<file path="src/pat_pkg.sv">
`default_nettype none

package pat_pkg;

	// ======================================================================
	// widths
	// ======================================================================
	localparam int DATA_W     = 8;  // acc, data and immediate
	localparam int INSTR_W    = 20; // full instruction word
	localparam int DMEM_DEPTH = 8;  // data memory words
	localparam int DMEM_AW    = 3;  // data memory address bits
	localparam int SHAMT_W    = 3;  // shift amount / i3 immediate

	// ======================================================================
	// opcode space
	// ======================================================================
	// i8 tier
	localparam logic [3:0] OP_OR     = 4'b0000;
	localparam logic [3:0] OP_AND    = 4'b0001;
	localparam logic [3:0] OP_ADDM   = 4'b0010;
	localparam logic [3:0] OP_SUBM   = 4'b0011;
	localparam logic [3:0] OP_ADD    = 4'b0100;
	localparam logic [3:0] OP_SUB    = 4'b0101;
	localparam logic [3:0] OP_LDI    = 4'b0110;
	localparam logic [3:0] OP_LDM    = 4'b0111;
	localparam logic [3:0] OP_STM    = 4'b1011;
	localparam logic [3:0] OP_ORM    = 4'b1101;
	localparam logic [3:0] OP_ANDM   = 4'b1110;
	localparam logic [3:0] OP_PREFIX = 4'b1111; // escape into the next tier

	// i3 tier, opcode sits in imm[7:4]
	localparam logic [3:0] OP3_SHL  = 4'b0000;
	localparam logic [3:0] OP3_SHLO = 4'b0001;
	localparam logic [3:0] OP3_SHR  = 4'b0010;
	localparam logic [3:0] OP3_ASR  = 4'b0011;
	localparam logic [3:0] OP3_OUT  = 4'b1000;

	// i0 tier, opcode sits in imm[3:0]
	localparam logic [3:0] OP0_NOT  = 4'b0000;
	localparam logic [3:0] OP0_TEST = 4'b0010;
	localparam logic [3:0] OP0_NOP  = 4'b1111;

	localparam logic [INSTR_W-1:0] INSTR_NOP = 20'h06FF5;

	// ======================================================================
	// types
	// ======================================================================
	typedef struct packed {
		logic [4:0]        fieldp;   // not used by this core
		logic [1:0]        cond;     // not used, no branches
		logic              field_op; // field ops run as nop
		logic [3:0]        opcode;
		logic [DATA_W-1:0] imm;
	} instr_t;

	typedef enum logic [2:0] {
		ALU_PASS_B,
		ALU_OR,
		ALU_AND,
		ALU_ADD,
		ALU_SUB,
		ALU_NOT,
		ALU_SHIFT
	} alu_op_e;

	typedef enum logic [1:0] {
		SH_SHL,
		SH_SHLO,
		SH_SHR,
		SH_ASR
	} shift_e;

	// one decoded instruction as seen by execute
	typedef struct packed {
		alu_op_e           alu_op;
		shift_e            shift;
		logic              use_mem;   // b operand from dmem
		logic              wr_acc;
		logic              wr_mem;
		logic              set_flags;
		logic              emit_out;
		logic [DATA_W-1:0] operand;   // immediate, low bits double as address
	} ctrl_t;

	typedef struct packed {
		logic [DATA_W-1:0] acc;
		logic              z;
		logic              n;
	} result_t;

endpackage

`default_nettype wire
</file>
<file path="src/pat_core.sv">
`timescale 1ns/1ps
`default_nettype none

module pat_core
	import pat_pkg::*;
(
	input  wire logic clk,
	input  wire logic reset,
	input  instr_t    i_instr,
	input  wire logic i_instr_valid,
	output logic      o_instr_ready,
	output result_t   o_out,
	output logic      o_out_valid,
	input  wire logic i_out_ready
);

	// ======================================================================
	// internal streams
	// ======================================================================
	instr_t  skid_instr;   // in_skid -> decode
	logic    skid_valid;
	logic    dec_ready;
	ctrl_t   dec_ctrl;     // decode -> execute
	logic    dec_valid;
	logic    ex_ready;
	result_t ex_result;    // execute -> out_skid
	logic    ex_valid;
	logic    oskid_ready;

	stream_skid #(.payload_t(instr_t)) in_skid (
		.clk     (clk),
		.reset   (reset),
		.i_data  (i_instr),
		.i_valid (i_instr_valid),
		.o_ready (o_instr_ready),
		.o_data  (skid_instr),
		.o_valid (skid_valid),
		.i_ready (dec_ready)
	);

	instr_decode u_decode (
		.clk     (clk),
		.reset   (reset),
		.i_instr (skid_instr),
		.i_valid (skid_valid),
		.o_ready (dec_ready),
		.o_ctrl  (dec_ctrl),
		.o_valid (dec_valid),
		.i_ready (ex_ready)
	);

	exec_stage u_exec (
		.clk      (clk),
		.reset    (reset),
		.i_ctrl   (dec_ctrl),
		.i_valid  (dec_valid),
		.o_ready  (ex_ready),
		.o_result (ex_result),
		.o_valid  (ex_valid),
		.i_ready  (oskid_ready)
	);

	stream_skid #(.payload_t(result_t)) out_skid (
		.clk     (clk),
		.reset   (reset),
		.i_data  (ex_result),
		.i_valid (ex_valid),
		.o_ready (oskid_ready),
		.o_data  (o_out),
		.o_valid (o_out_valid),
		.i_ready (i_out_ready)
	);

endmodule

`default_nettype wire

</file>
<file path="src/exec_stage.sv">
`timescale 1ns/1ps
`default_nettype none

module exec_stage
	import pat_pkg::*;
(
	input  wire logic clk,
	input  wire logic reset,
	input  ctrl_t     i_ctrl,
	input  wire logic i_valid,
	output logic      o_ready,
	output result_t   o_result,
	output logic      o_valid,
	input  wire logic i_ready
);

	// ======================================================================
	// architectural state
	// ======================================================================
	logic [DATA_W-1:0]  acc;
	logic               z;
	logic               n;
	logic [DATA_W-1:0]  dmem [DMEM_DEPTH];

	logic [DMEM_AW-1:0] mem_addr;
	logic [DATA_W-1:0]  mem_rd;
	logic [DATA_W-1:0]  alu_b;
	logic [DATA_W-1:0]  alu_y;
	logic               stall;   // out word waiting for room downstream
	logic               commit;

	// reads and writes share this stage, so a read always sees older writes
	assign mem_addr = i_ctrl.operand[DMEM_AW-1:0];
	assign mem_rd   = dmem[mem_addr];
	assign alu_b    = i_ctrl.use_mem ? mem_rd : i_ctrl.operand;

	pat_alu u_alu (
		.i_a     (acc),
		.i_b     (alu_b),
		.i_op    (i_ctrl.alu_op),
		.i_shift (i_ctrl.shift),
		.o_y     (alu_y)
	);

	// ======================================================================
	// handshake
	// ======================================================================
	assign stall   = i_valid && i_ctrl.emit_out && !i_ready;
	assign commit  = i_valid && !stall;
	assign o_ready = !stall;
	assign o_valid = i_valid && i_ctrl.emit_out; // independent of i_ready

	// result is the state before this word, acc and flags are stable while stalled
	assign o_result.acc = acc;
	assign o_result.z   = z;
	assign o_result.n   = n;

	// ======================================================================
	// commit
	// ======================================================================
	always_ff @(posedge clk)
	begin
		if (reset)
		begin
			acc <= '0;
			z   <= 1'b0;
			n   <= 1'b0;
			for (int i = 0; i < DMEM_DEPTH; i++)
				dmem[i] <= '0;      // memory starts cleared
		end
		else if (commit)
		begin
			if (i_ctrl.wr_acc)
				acc <= alu_y;
			if (i_ctrl.wr_mem)
				dmem[mem_addr] <= acc; // stm never writes acc in the same word
			// flags only move on test
			if (i_ctrl.set_flags)
			begin
				z <= (acc == '0);
				n <= acc[DATA_W-1];
			end
		end
	end

endmodule

`default_nettype wire

</file>
<file path="src/pat_alu.sv">
`timescale 1ns/1ps
`default_nettype none

module pat_alu
	import pat_pkg::*;
(
	input  wire logic [DATA_W-1:0] i_a,     // accumulator
	input  wire logic [DATA_W-1:0] i_b,     // immediate or memory word
	input  alu_op_e                i_op,
	input  shift_e                 i_shift,
	output logic [DATA_W-1:0]      o_y
);

	logic [SHAMT_W-1:0] shamt;
	logic [DATA_W-1:0]  fill_mask;  // ones in the vacated low bits
	logic [DATA_W-1:0]  shift_y;

	assign shamt     = i_b[SHAMT_W-1:0];
	assign fill_mask = ~({DATA_W{1'b1}} << shamt);

	// ======================================================================
	// shifter
	// ======================================================================
	always_comb
	begin
		case (i_shift)
			SH_SHL:  shift_y = i_a << shamt;
			SH_SHLO: shift_y = (i_a << shamt) | fill_mask;
			SH_SHR:  shift_y = i_a >> shamt;
			SH_ASR:  shift_y = DATA_W'($signed(i_a) >>> shamt); // sign copied in
			default: shift_y = i_a;
		endcase
	end

	// ======================================================================
	// result select
	// ======================================================================
	always_comb
	begin
		case (i_op)
			ALU_PASS_B: o_y = i_b;           // ldi, ldm
			ALU_OR:     o_y = i_a | i_b;
			ALU_AND:    o_y = i_a & i_b;
			ALU_ADD:    o_y = i_a + i_b;     // wraps mod 256
			ALU_SUB:    o_y = i_a - i_b;
			ALU_NOT:    o_y = ~i_a;
			ALU_SHIFT:  o_y = shift_y;
			default:    o_y = i_b;
		endcase
	end

endmodule

`default_nettype wire

</file>
<file path="src/instr_decode.sv">
`timescale 1ns/1ps
`default_nettype none

module instr_decode
	import pat_pkg::*;
(
	input  wire logic clk,
	input  wire logic reset,
	input  instr_t    i_instr,
	input  wire logic i_valid,
	output logic      o_ready,
	output ctrl_t     o_ctrl,
	output logic      o_valid,
	input  wire logic i_ready
);

	// ======================================================================
	// tier resolution
	// ======================================================================
	logic               is_i8;
	logic               is_i3;
	logic [3:0]         op3;       // i3 opcode
	logic [3:0]         op0;       // i0 opcode
	logic [SHAMT_W-1:0] imm3;
	ctrl_t              ctrl_next;
	ctrl_t              ctrl_r;
	logic               valid_r;

	assign op3   = i_instr.imm[7:4];
	assign op0   = i_instr.imm[3:0];
	assign imm3  = i_instr.imm[SHAMT_W-1:0];
	assign is_i8 = (i_instr.opcode != OP_PREFIX);
	assign is_i3 = !is_i8 && (op3 != OP_PREFIX);
	// anything left is i0

	// ======================================================================
	// opcode to control word
	// ======================================================================
	always_comb
	begin
		// default is a word that writes nothing
		ctrl_next           = '0;
		ctrl_next.alu_op    = ALU_PASS_B;
		ctrl_next.shift     = SH_SHL;
		ctrl_next.operand   = i_instr.imm;

		if (i_instr.field_op)
		begin
			ctrl_next.operand = '0;       // field ops are not supported here
		end
		else if (is_i8)
		begin
			case (i_instr.opcode)
				OP_OR:   begin ctrl_next.alu_op = ALU_OR;  ctrl_next.wr_acc = 1'b1; end
				OP_AND:  begin ctrl_next.alu_op = ALU_AND; ctrl_next.wr_acc = 1'b1; end
				OP_ADD:  begin ctrl_next.alu_op = ALU_ADD; ctrl_next.wr_acc = 1'b1; end
				OP_SUB:  begin ctrl_next.alu_op = ALU_SUB; ctrl_next.wr_acc = 1'b1; end
				OP_LDI:  ctrl_next.wr_acc = 1'b1;                  // pass b
				OP_LDM:  begin ctrl_next.use_mem = 1'b1; ctrl_next.wr_acc = 1'b1; end
				OP_ORM:  begin ctrl_next.alu_op = ALU_OR;  ctrl_next.use_mem = 1'b1;
				               ctrl_next.wr_acc = 1'b1; end
				OP_ANDM: begin ctrl_next.alu_op = ALU_AND; ctrl_next.use_mem = 1'b1;
				               ctrl_next.wr_acc = 1'b1; end
				OP_ADDM: begin ctrl_next.alu_op = ALU_ADD; ctrl_next.use_mem = 1'b1;
				               ctrl_next.wr_acc = 1'b1; end
				OP_SUBM: begin ctrl_next.alu_op = ALU_SUB; ctrl_next.use_mem = 1'b1;
				               ctrl_next.wr_acc = 1'b1; end
				OP_STM:  ctrl_next.wr_mem = 1'b1;                  // acc to dmem[imm]
				default: ;                                         // branches, setsp etc
			endcase
		end
		else if (is_i3)
		begin
			ctrl_next.operand = {{(DATA_W-SHAMT_W){1'b0}}, imm3}; // zero extend
			ctrl_next.alu_op  = ALU_SHIFT;
			case (op3)
				OP3_SHL:  begin ctrl_next.shift = SH_SHL;  ctrl_next.wr_acc = 1'b1; end
				OP3_SHLO: begin ctrl_next.shift = SH_SHLO; ctrl_next.wr_acc = 1'b1; end
				OP3_SHR:  begin ctrl_next.shift = SH_SHR;  ctrl_next.wr_acc = 1'b1; end
				OP3_ASR:  begin ctrl_next.shift = SH_ASR;  ctrl_next.wr_acc = 1'b1; end
				OP3_OUT:  ctrl_next.emit_out = 1'b1;
				default:  ;
			endcase
		end
		else
		begin
			case (op0)
				OP0_NOT:  begin ctrl_next.alu_op = ALU_NOT; ctrl_next.wr_acc = 1'b1; end
				OP0_TEST: ctrl_next.set_flags = 1'b1;
				OP0_NOP:  ctrl_next.operand = '0;
				default:  ;                                         // mov, return, sp ops
			endcase
		end
	end

	// ======================================================================
	// pipeline register
	// ======================================================================
	assign o_ready = !valid_r || i_ready; // empty or draining this cycle
	assign o_valid = valid_r;
	assign o_ctrl  = ctrl_r;

	always_ff @(posedge clk)
	begin
		if (reset)
			valid_r <= 1'b0;
		else if (o_ready)
			valid_r <= i_valid;
	end

	always_ff @(posedge clk)
	begin
		if (o_ready && i_valid)
			ctrl_r <= ctrl_next;
	end

endmodule

`default_nettype wire

</file>
<file path="src/stream_skid.sv">
`timescale 1ns/1ps
`default_nettype none

// two deep valid/ready buffer, both sides registered, order kept
module stream_skid #(
	parameter type payload_t = logic
) (
	input  wire logic clk,
	input  wire logic reset,
	input  payload_t  i_data,
	input  wire logic i_valid,
	output logic      o_ready,
	output payload_t  o_data,
	output logic      o_valid,
	input  wire logic i_ready
);

	payload_t head_data; // entry that is offered downstream
	payload_t tail_data; // second entry, only while head is stuck
	logic     head_valid;
	logic     tail_valid;
	logic     push;
	logic     pop;

	assign push = i_valid && o_ready;
	assign pop  = head_valid && i_ready;

	// tail only ever holds data when head does, so tail alone means full
	assign o_ready = !tail_valid;
	assign o_valid = head_valid;
	assign o_data  = head_data;

	// control state
	always_ff @(posedge clk)
	begin
		if (reset)
		begin
			head_valid <= 1'b0;
			tail_valid <= 1'b0;
		end
		else if (pop)
		begin
			if (tail_valid)
				tail_valid <= 1'b0;    // tail moves up, push is blocked here
			else
				head_valid <= push;    // refill straight from input
		end
		else if (push)
		begin
			if (head_valid)
				tail_valid <= 1'b1;
			else
				head_valid <= 1'b1;
		end
	end

	// payload path
	always_ff @(posedge clk)
	begin
		if (pop && tail_valid)
			head_data <= tail_data;
		else if (push && (pop || !head_valid))
			head_data <= i_data;
		else if (push)
			tail_data <= i_data;   // head busy and not leaving
	end

endmodule

`default_nettype wire

</file>
<file path="config.mk">
export PLATFORM = sky130hd
export DESIGN_NAME = pat_core
export DESIGN_NICKNAME = d
export VERILOG_FILES = /design/src/pat_pkg.sv /design/src/pat_core.sv /design/src/exec_stage.sv /design/src/pat_alu.sv /design/src/instr_decode.sv /design/src/stream_skid.sv
export SDC_FILE = /design/constraint.sdc
export NUM_CORES = 1
export LEC_CHECK = 0
export ABC_AREA = 1
export BUFFER_PORTS_ARGS = -buffer_cell sky130_fd_sc_hd__buf_2
export CORE_ASPECT_RATIO = 1.75
export CORE_UTILIZATION = 55
export CTS_BUF_LIST = sky130_fd_sc_hd__clkbuf_16
export CTS_CLUSTER_SIZE = 20
export DETAILED_ROUTE_END_ITERATION = 6
export PLACE_DENSITY = 0.7
export SYNTH_ARGS = -nofsm -noshare
export SYNTH_HDL_FRONTEND = slang
export SYNTH_SLANG_ARGS = --single-unit
</file>
<file path="constraint.sdc">
create_clock -name clk -period 3.65 [get_ports clk]
set_input_delay 0.365 -clock clk [delete_from_list [all_inputs] [get_ports clk]]
set_output_delay 0.365 -clock clk [all_outputs]
set_load 0.02 [all_outputs]
</file>
==> impl_metrics.yaml <==
outcome:
  status: "complete, no violations"
timing:
  finalClockSkew_ns: 0.0157
  hold_violations: 0
  slew_headroom_pct: 28.5
  period_share_pct: 93.2
  setup_viol: 0
  slew_viol_final: 0
  setup_tns_ns: 0
  timing_worst_slew_pin_value_ns: 1.07
  rsz0062_at_grt: "no"
  clock.fmax_mhz: 294
  period_needed_ns: 3.40
cells_and_area:
  drive_above_1_share_pct: 16.9
  utilization_pct: 63.1
  nFillCells: 1272
  n_antenna_cell: 0
  fin_nets: 1009
  area_growth_pct: 11.7
  finish.instance_area_sq_um: 9120
  fin_cells: 1163
power_and_ir_drop:
  ir_drop_mv: 0.351
  combPwrFrac_pct: 15.3
  p_sw_mw: 1.19
  pwr-share-seq_pct: 45.9
  p_int_mw: 2.98
  powerDensity_nw_per_um2: 457
  p_clk_share_pct: 38.8
  p_leak_nw: 3.73
  swShare_pct: 28.5
critical_path:
  criticalPathCategory: "reg -> reg"
  r2r-end: "u_exec.acc[6]$_SDFFE_PP0P_"
  crit_fanout: 13
  cp.arrival_ns: 3.76
  reg2reg_slack_ns: 0.25
  crit_slowest_cell: "fa_1"
  crit_path_start_kind: "flop"
  slowest_delay_ns: 0.41
  end_kind: "flop"
  critPathRequiredTime_ns: 4.01
  worst_path_most_repeated_cell: "nand2_1"
  rr_worst_depth: 26
  path_delay_family: "simple AND/OR/NAND/NOR gates"
  crit_buf_inv: 4
routing:
  via_per_inst: 5.62
  wire_per_inst_um: 17.6
  ant_nets: 0
  first_iter_violations: 533
  num_vias: 6535
  routed_wirelength_um: 20400
  drc: 0
  first_pass_iters: 7
hold_path:
  hp-class: "in -> reg"
  whs_endpoint: "in_skid.tail_data[3]$_DFFE_PP_"
  hold_start: "i_instr[3]"
  min_delay_path_depth: 1
clocking:
  clockRootBuffer: "clkbuf_16"
  clk_pin_slew_ns: 0.07
  post_cts_buffers: 0
  h-tree-depth: 4
  clock_latency_ns: 0.43
  clockBufferDepth: 2
  clock-sinks: 146
  cts_tree: "yes"
  cts_buffers: 17
yosys:
  synth-edff-count: 128
  synth_top_flop_cell: "edfxtp_1"
  synth_top_area_cell: "edfxtp_1"
  synth_cells: 925
  synth_area_leaders: "edfxtp_1, nand2_1, nor2_1"
  synth-seq-cells: 146
  yosysTopAreaCellShare_pct: 47.1
  synthXorXnorAreaFrac_pct: 0.644
  synthMuxAreaShare_pct: 1.93
  synth_most_common_cell: "nand2_1"
  ys_seq_area_share_pct: 51.5
  synth_compound_area_share_pct: 8.91
  syn_avg_cell_area_sq_um: 8.82
  synthArstFlopShare_pct: 0
  synth_commonest_cells: "nand2_1, nor2_1, edfxtp_1, inv_1, nand3_1"
  synth-simple-area-share_pct: 26.4
  synth_nets: 964
  netlist_area_sq_um: 8160
  synth_top_family_by_area: "simple AND/OR/NAND/NOR gates"
  synthAdderAreaFrac_pct: 2.39
  synth_cell_types: 51
  yosysWarnings: 0
grt:
  grt_pass1_vias: 6293
  antenna_found_initial: 0
  grt_max_degree: 26
  grt_use_total_pct: 28.3
  grt_overflow: 0
  grt_pass1_wl_um: 31900
die:
  core_sq_um: 14400
  fp.dieH_um: 163
  dieArea_sq_um: 15300
  start_util_pct: 56.5
  io_pins: 36
  fp-row-count: 58
  dieWidth_um: 94.1
place:
  dpl_cell_area_sq_um: 8520
  place.gp.congestion: 0.972
  dp_hpwl_um: 15000
  dp.cells: 1131
  placement.io_buffers: 28
run:
  cap_violations: 0
==> power by group through the flow <==
stage | Sequential [mW] | Combinational (mW) | Clock, mW
3_3_place_gp | 1.95 | 0.611 | 0
3_5_place_dp | 1.95 | 0.614 | 0
4_1_cts | 1.91 | 0.619 | 1.62
6_report | 1.91 | 0.639 | 1.62
2_1_floorplan | 1.93 | 0.461 | 0
5_1_grt | 1.92 | 0.704 | 1.69
==> stage by stage <==
stage                     setup WS (ns)  hold slack (ns)  power (mW)
after floorplan                   0.527            0.406        2.39
after global placement            0.135            0.412        2.56
after detailed placement          0.114            0.428        2.56
after CTS                        0.0543            0.123        4.15
after global routing            0.00535            0.117        4.31
final                             0.248            0.126        4.17
==> layout make-up <==
class / instances / area, sq um / share of cell area [%]
clock inverter: 15 / 125 / 1.37
inverter: 106 / 413 / 4.53
clock buffer: 17 / 425 / 4.67
sequential: 146 / 4210 / 46.1
tap: 180 / 225 / 2.47
multi-input combinational: 639 / 3330 / 36.5
timing repair buffer: 60 / 397 / 4.35
==> metal layers <==
metal	share of wire [%]	track usage [%]
met1	34	28.7
met4	5.7	17.0
met3	4.6	3.91
met5	0	0
met2	55	53.5
==> worst max-delay path by stage <==
| stage | startpoint | endpoint | slack [ns] | cells after the start |
|---|---|---|---|---|
| after floorplan | flop | u_exec.acc[6]$_SDFFE_PP0P_ | 0.53 | 26 |
| after global placement | flop | u_exec.acc[7]$_SDFFE_PP0P_ | 0.14 | 25 |
| after detailed placement | flop | u_exec.acc[7]$_SDFFE_PP0P_ | 0.11 | 25 |
| after CTS | flop | u_exec.acc[6]$_SDFFE_PP0P_ | 0.05 | 26 |
| after global routing | flop | u_exec.acc[6]$_SDFFE_PP0P_ | 0.005 | 26 |
| final | flop | u_exec.acc[6]$_SDFFE_PP0P_ | 0.25 | 26 |
==> repair_timing <==
| action | CTS | global route |
|---|---|---|
| resized for setup | 0 | 11 |
| hold buffers | 0 | 0 |
| endpoints found under the setup margin | 0 | 3 |
==> worst reg2reg max path: stages (launching register included) <==
cell     delay [ns]
dfxtp_2        0.35
inv_2          0.08
buf_4          0.19
nand2_1        0.08
nand2_1        0.10
nand2_1        0.07
nand3_2        0.07
nand3_2        0.09
nand2_4        0.10
inv_6          0.04
ha_1           0.27
nand2_1        0.06
o21ai_1        0.17
fa_1           0.41
inv_1          0.08
nand2_1        0.06
nand2_1        0.07
a21oi_1        0.07
or2_2          0.30
nand2_1        0.11
a21oi_2        0.07
xor2_1         0.14
nor2_1         0.10
nor2_1         0.06
nand2_1        0.06
nand2_1        0.05
a21oi_1        0.12
==> cells in the final DEF (no fill, tap or decap), drive strengths merged <==
cell	instances
clkbuf	17
mux2	14
clkinv	7
xor2	6
a31oi	2
a211oi	4
a41oi	1
or2	5
clkinvlp	4
nor4	4
nand3b	1
o221ai	1
a21oi	45
o41ai	2
nand3	96
inv	110
o21a	1
ha	14
o211ai	11
buf	60
o21ai	53
fa	1
nor2	145
o2111ai	4
nand4	5
dfxtp	18
nor3	16
and2	1
o311ai	1
edfxtp	128
nand2	206
==> sequential cells by signal (all words and copies together), names as in the netlist, named ones only <==
| name | cells |
|---|---|
| u_exec.acc | 8 |
| u_exec.dmem | 64 |
| u_decode.o_valid | 1 |
| in_skid.o_data | 13 |
| in_skid.tail_valid | 1 |
| out_skid.tail_valid | 1 |
| out_skid.tail_data | 10 |
| u_decode.o_ctrl | 18 |
| u_exec.z | 1 |
| u_exec.n | 1 |
| in_skid.tail_data | 13 |
| in_skid.o_valid | 1 |
| out_skid.o_data | 10 |
| out_skid.o_valid | 1 |
==> cell families after synthesis <==
kind of cell / Yosys count
flip-flops: 146
adder cells (fa/ha/maj): 15
XOR/XNOR: 6
AND/OR/NAND/NOR: 479
multiplexers: 14
AO/OA/AOI/OAI: 125
buffers and inverters: 140
Note: power is estimated with default switching activity, not from simulation.
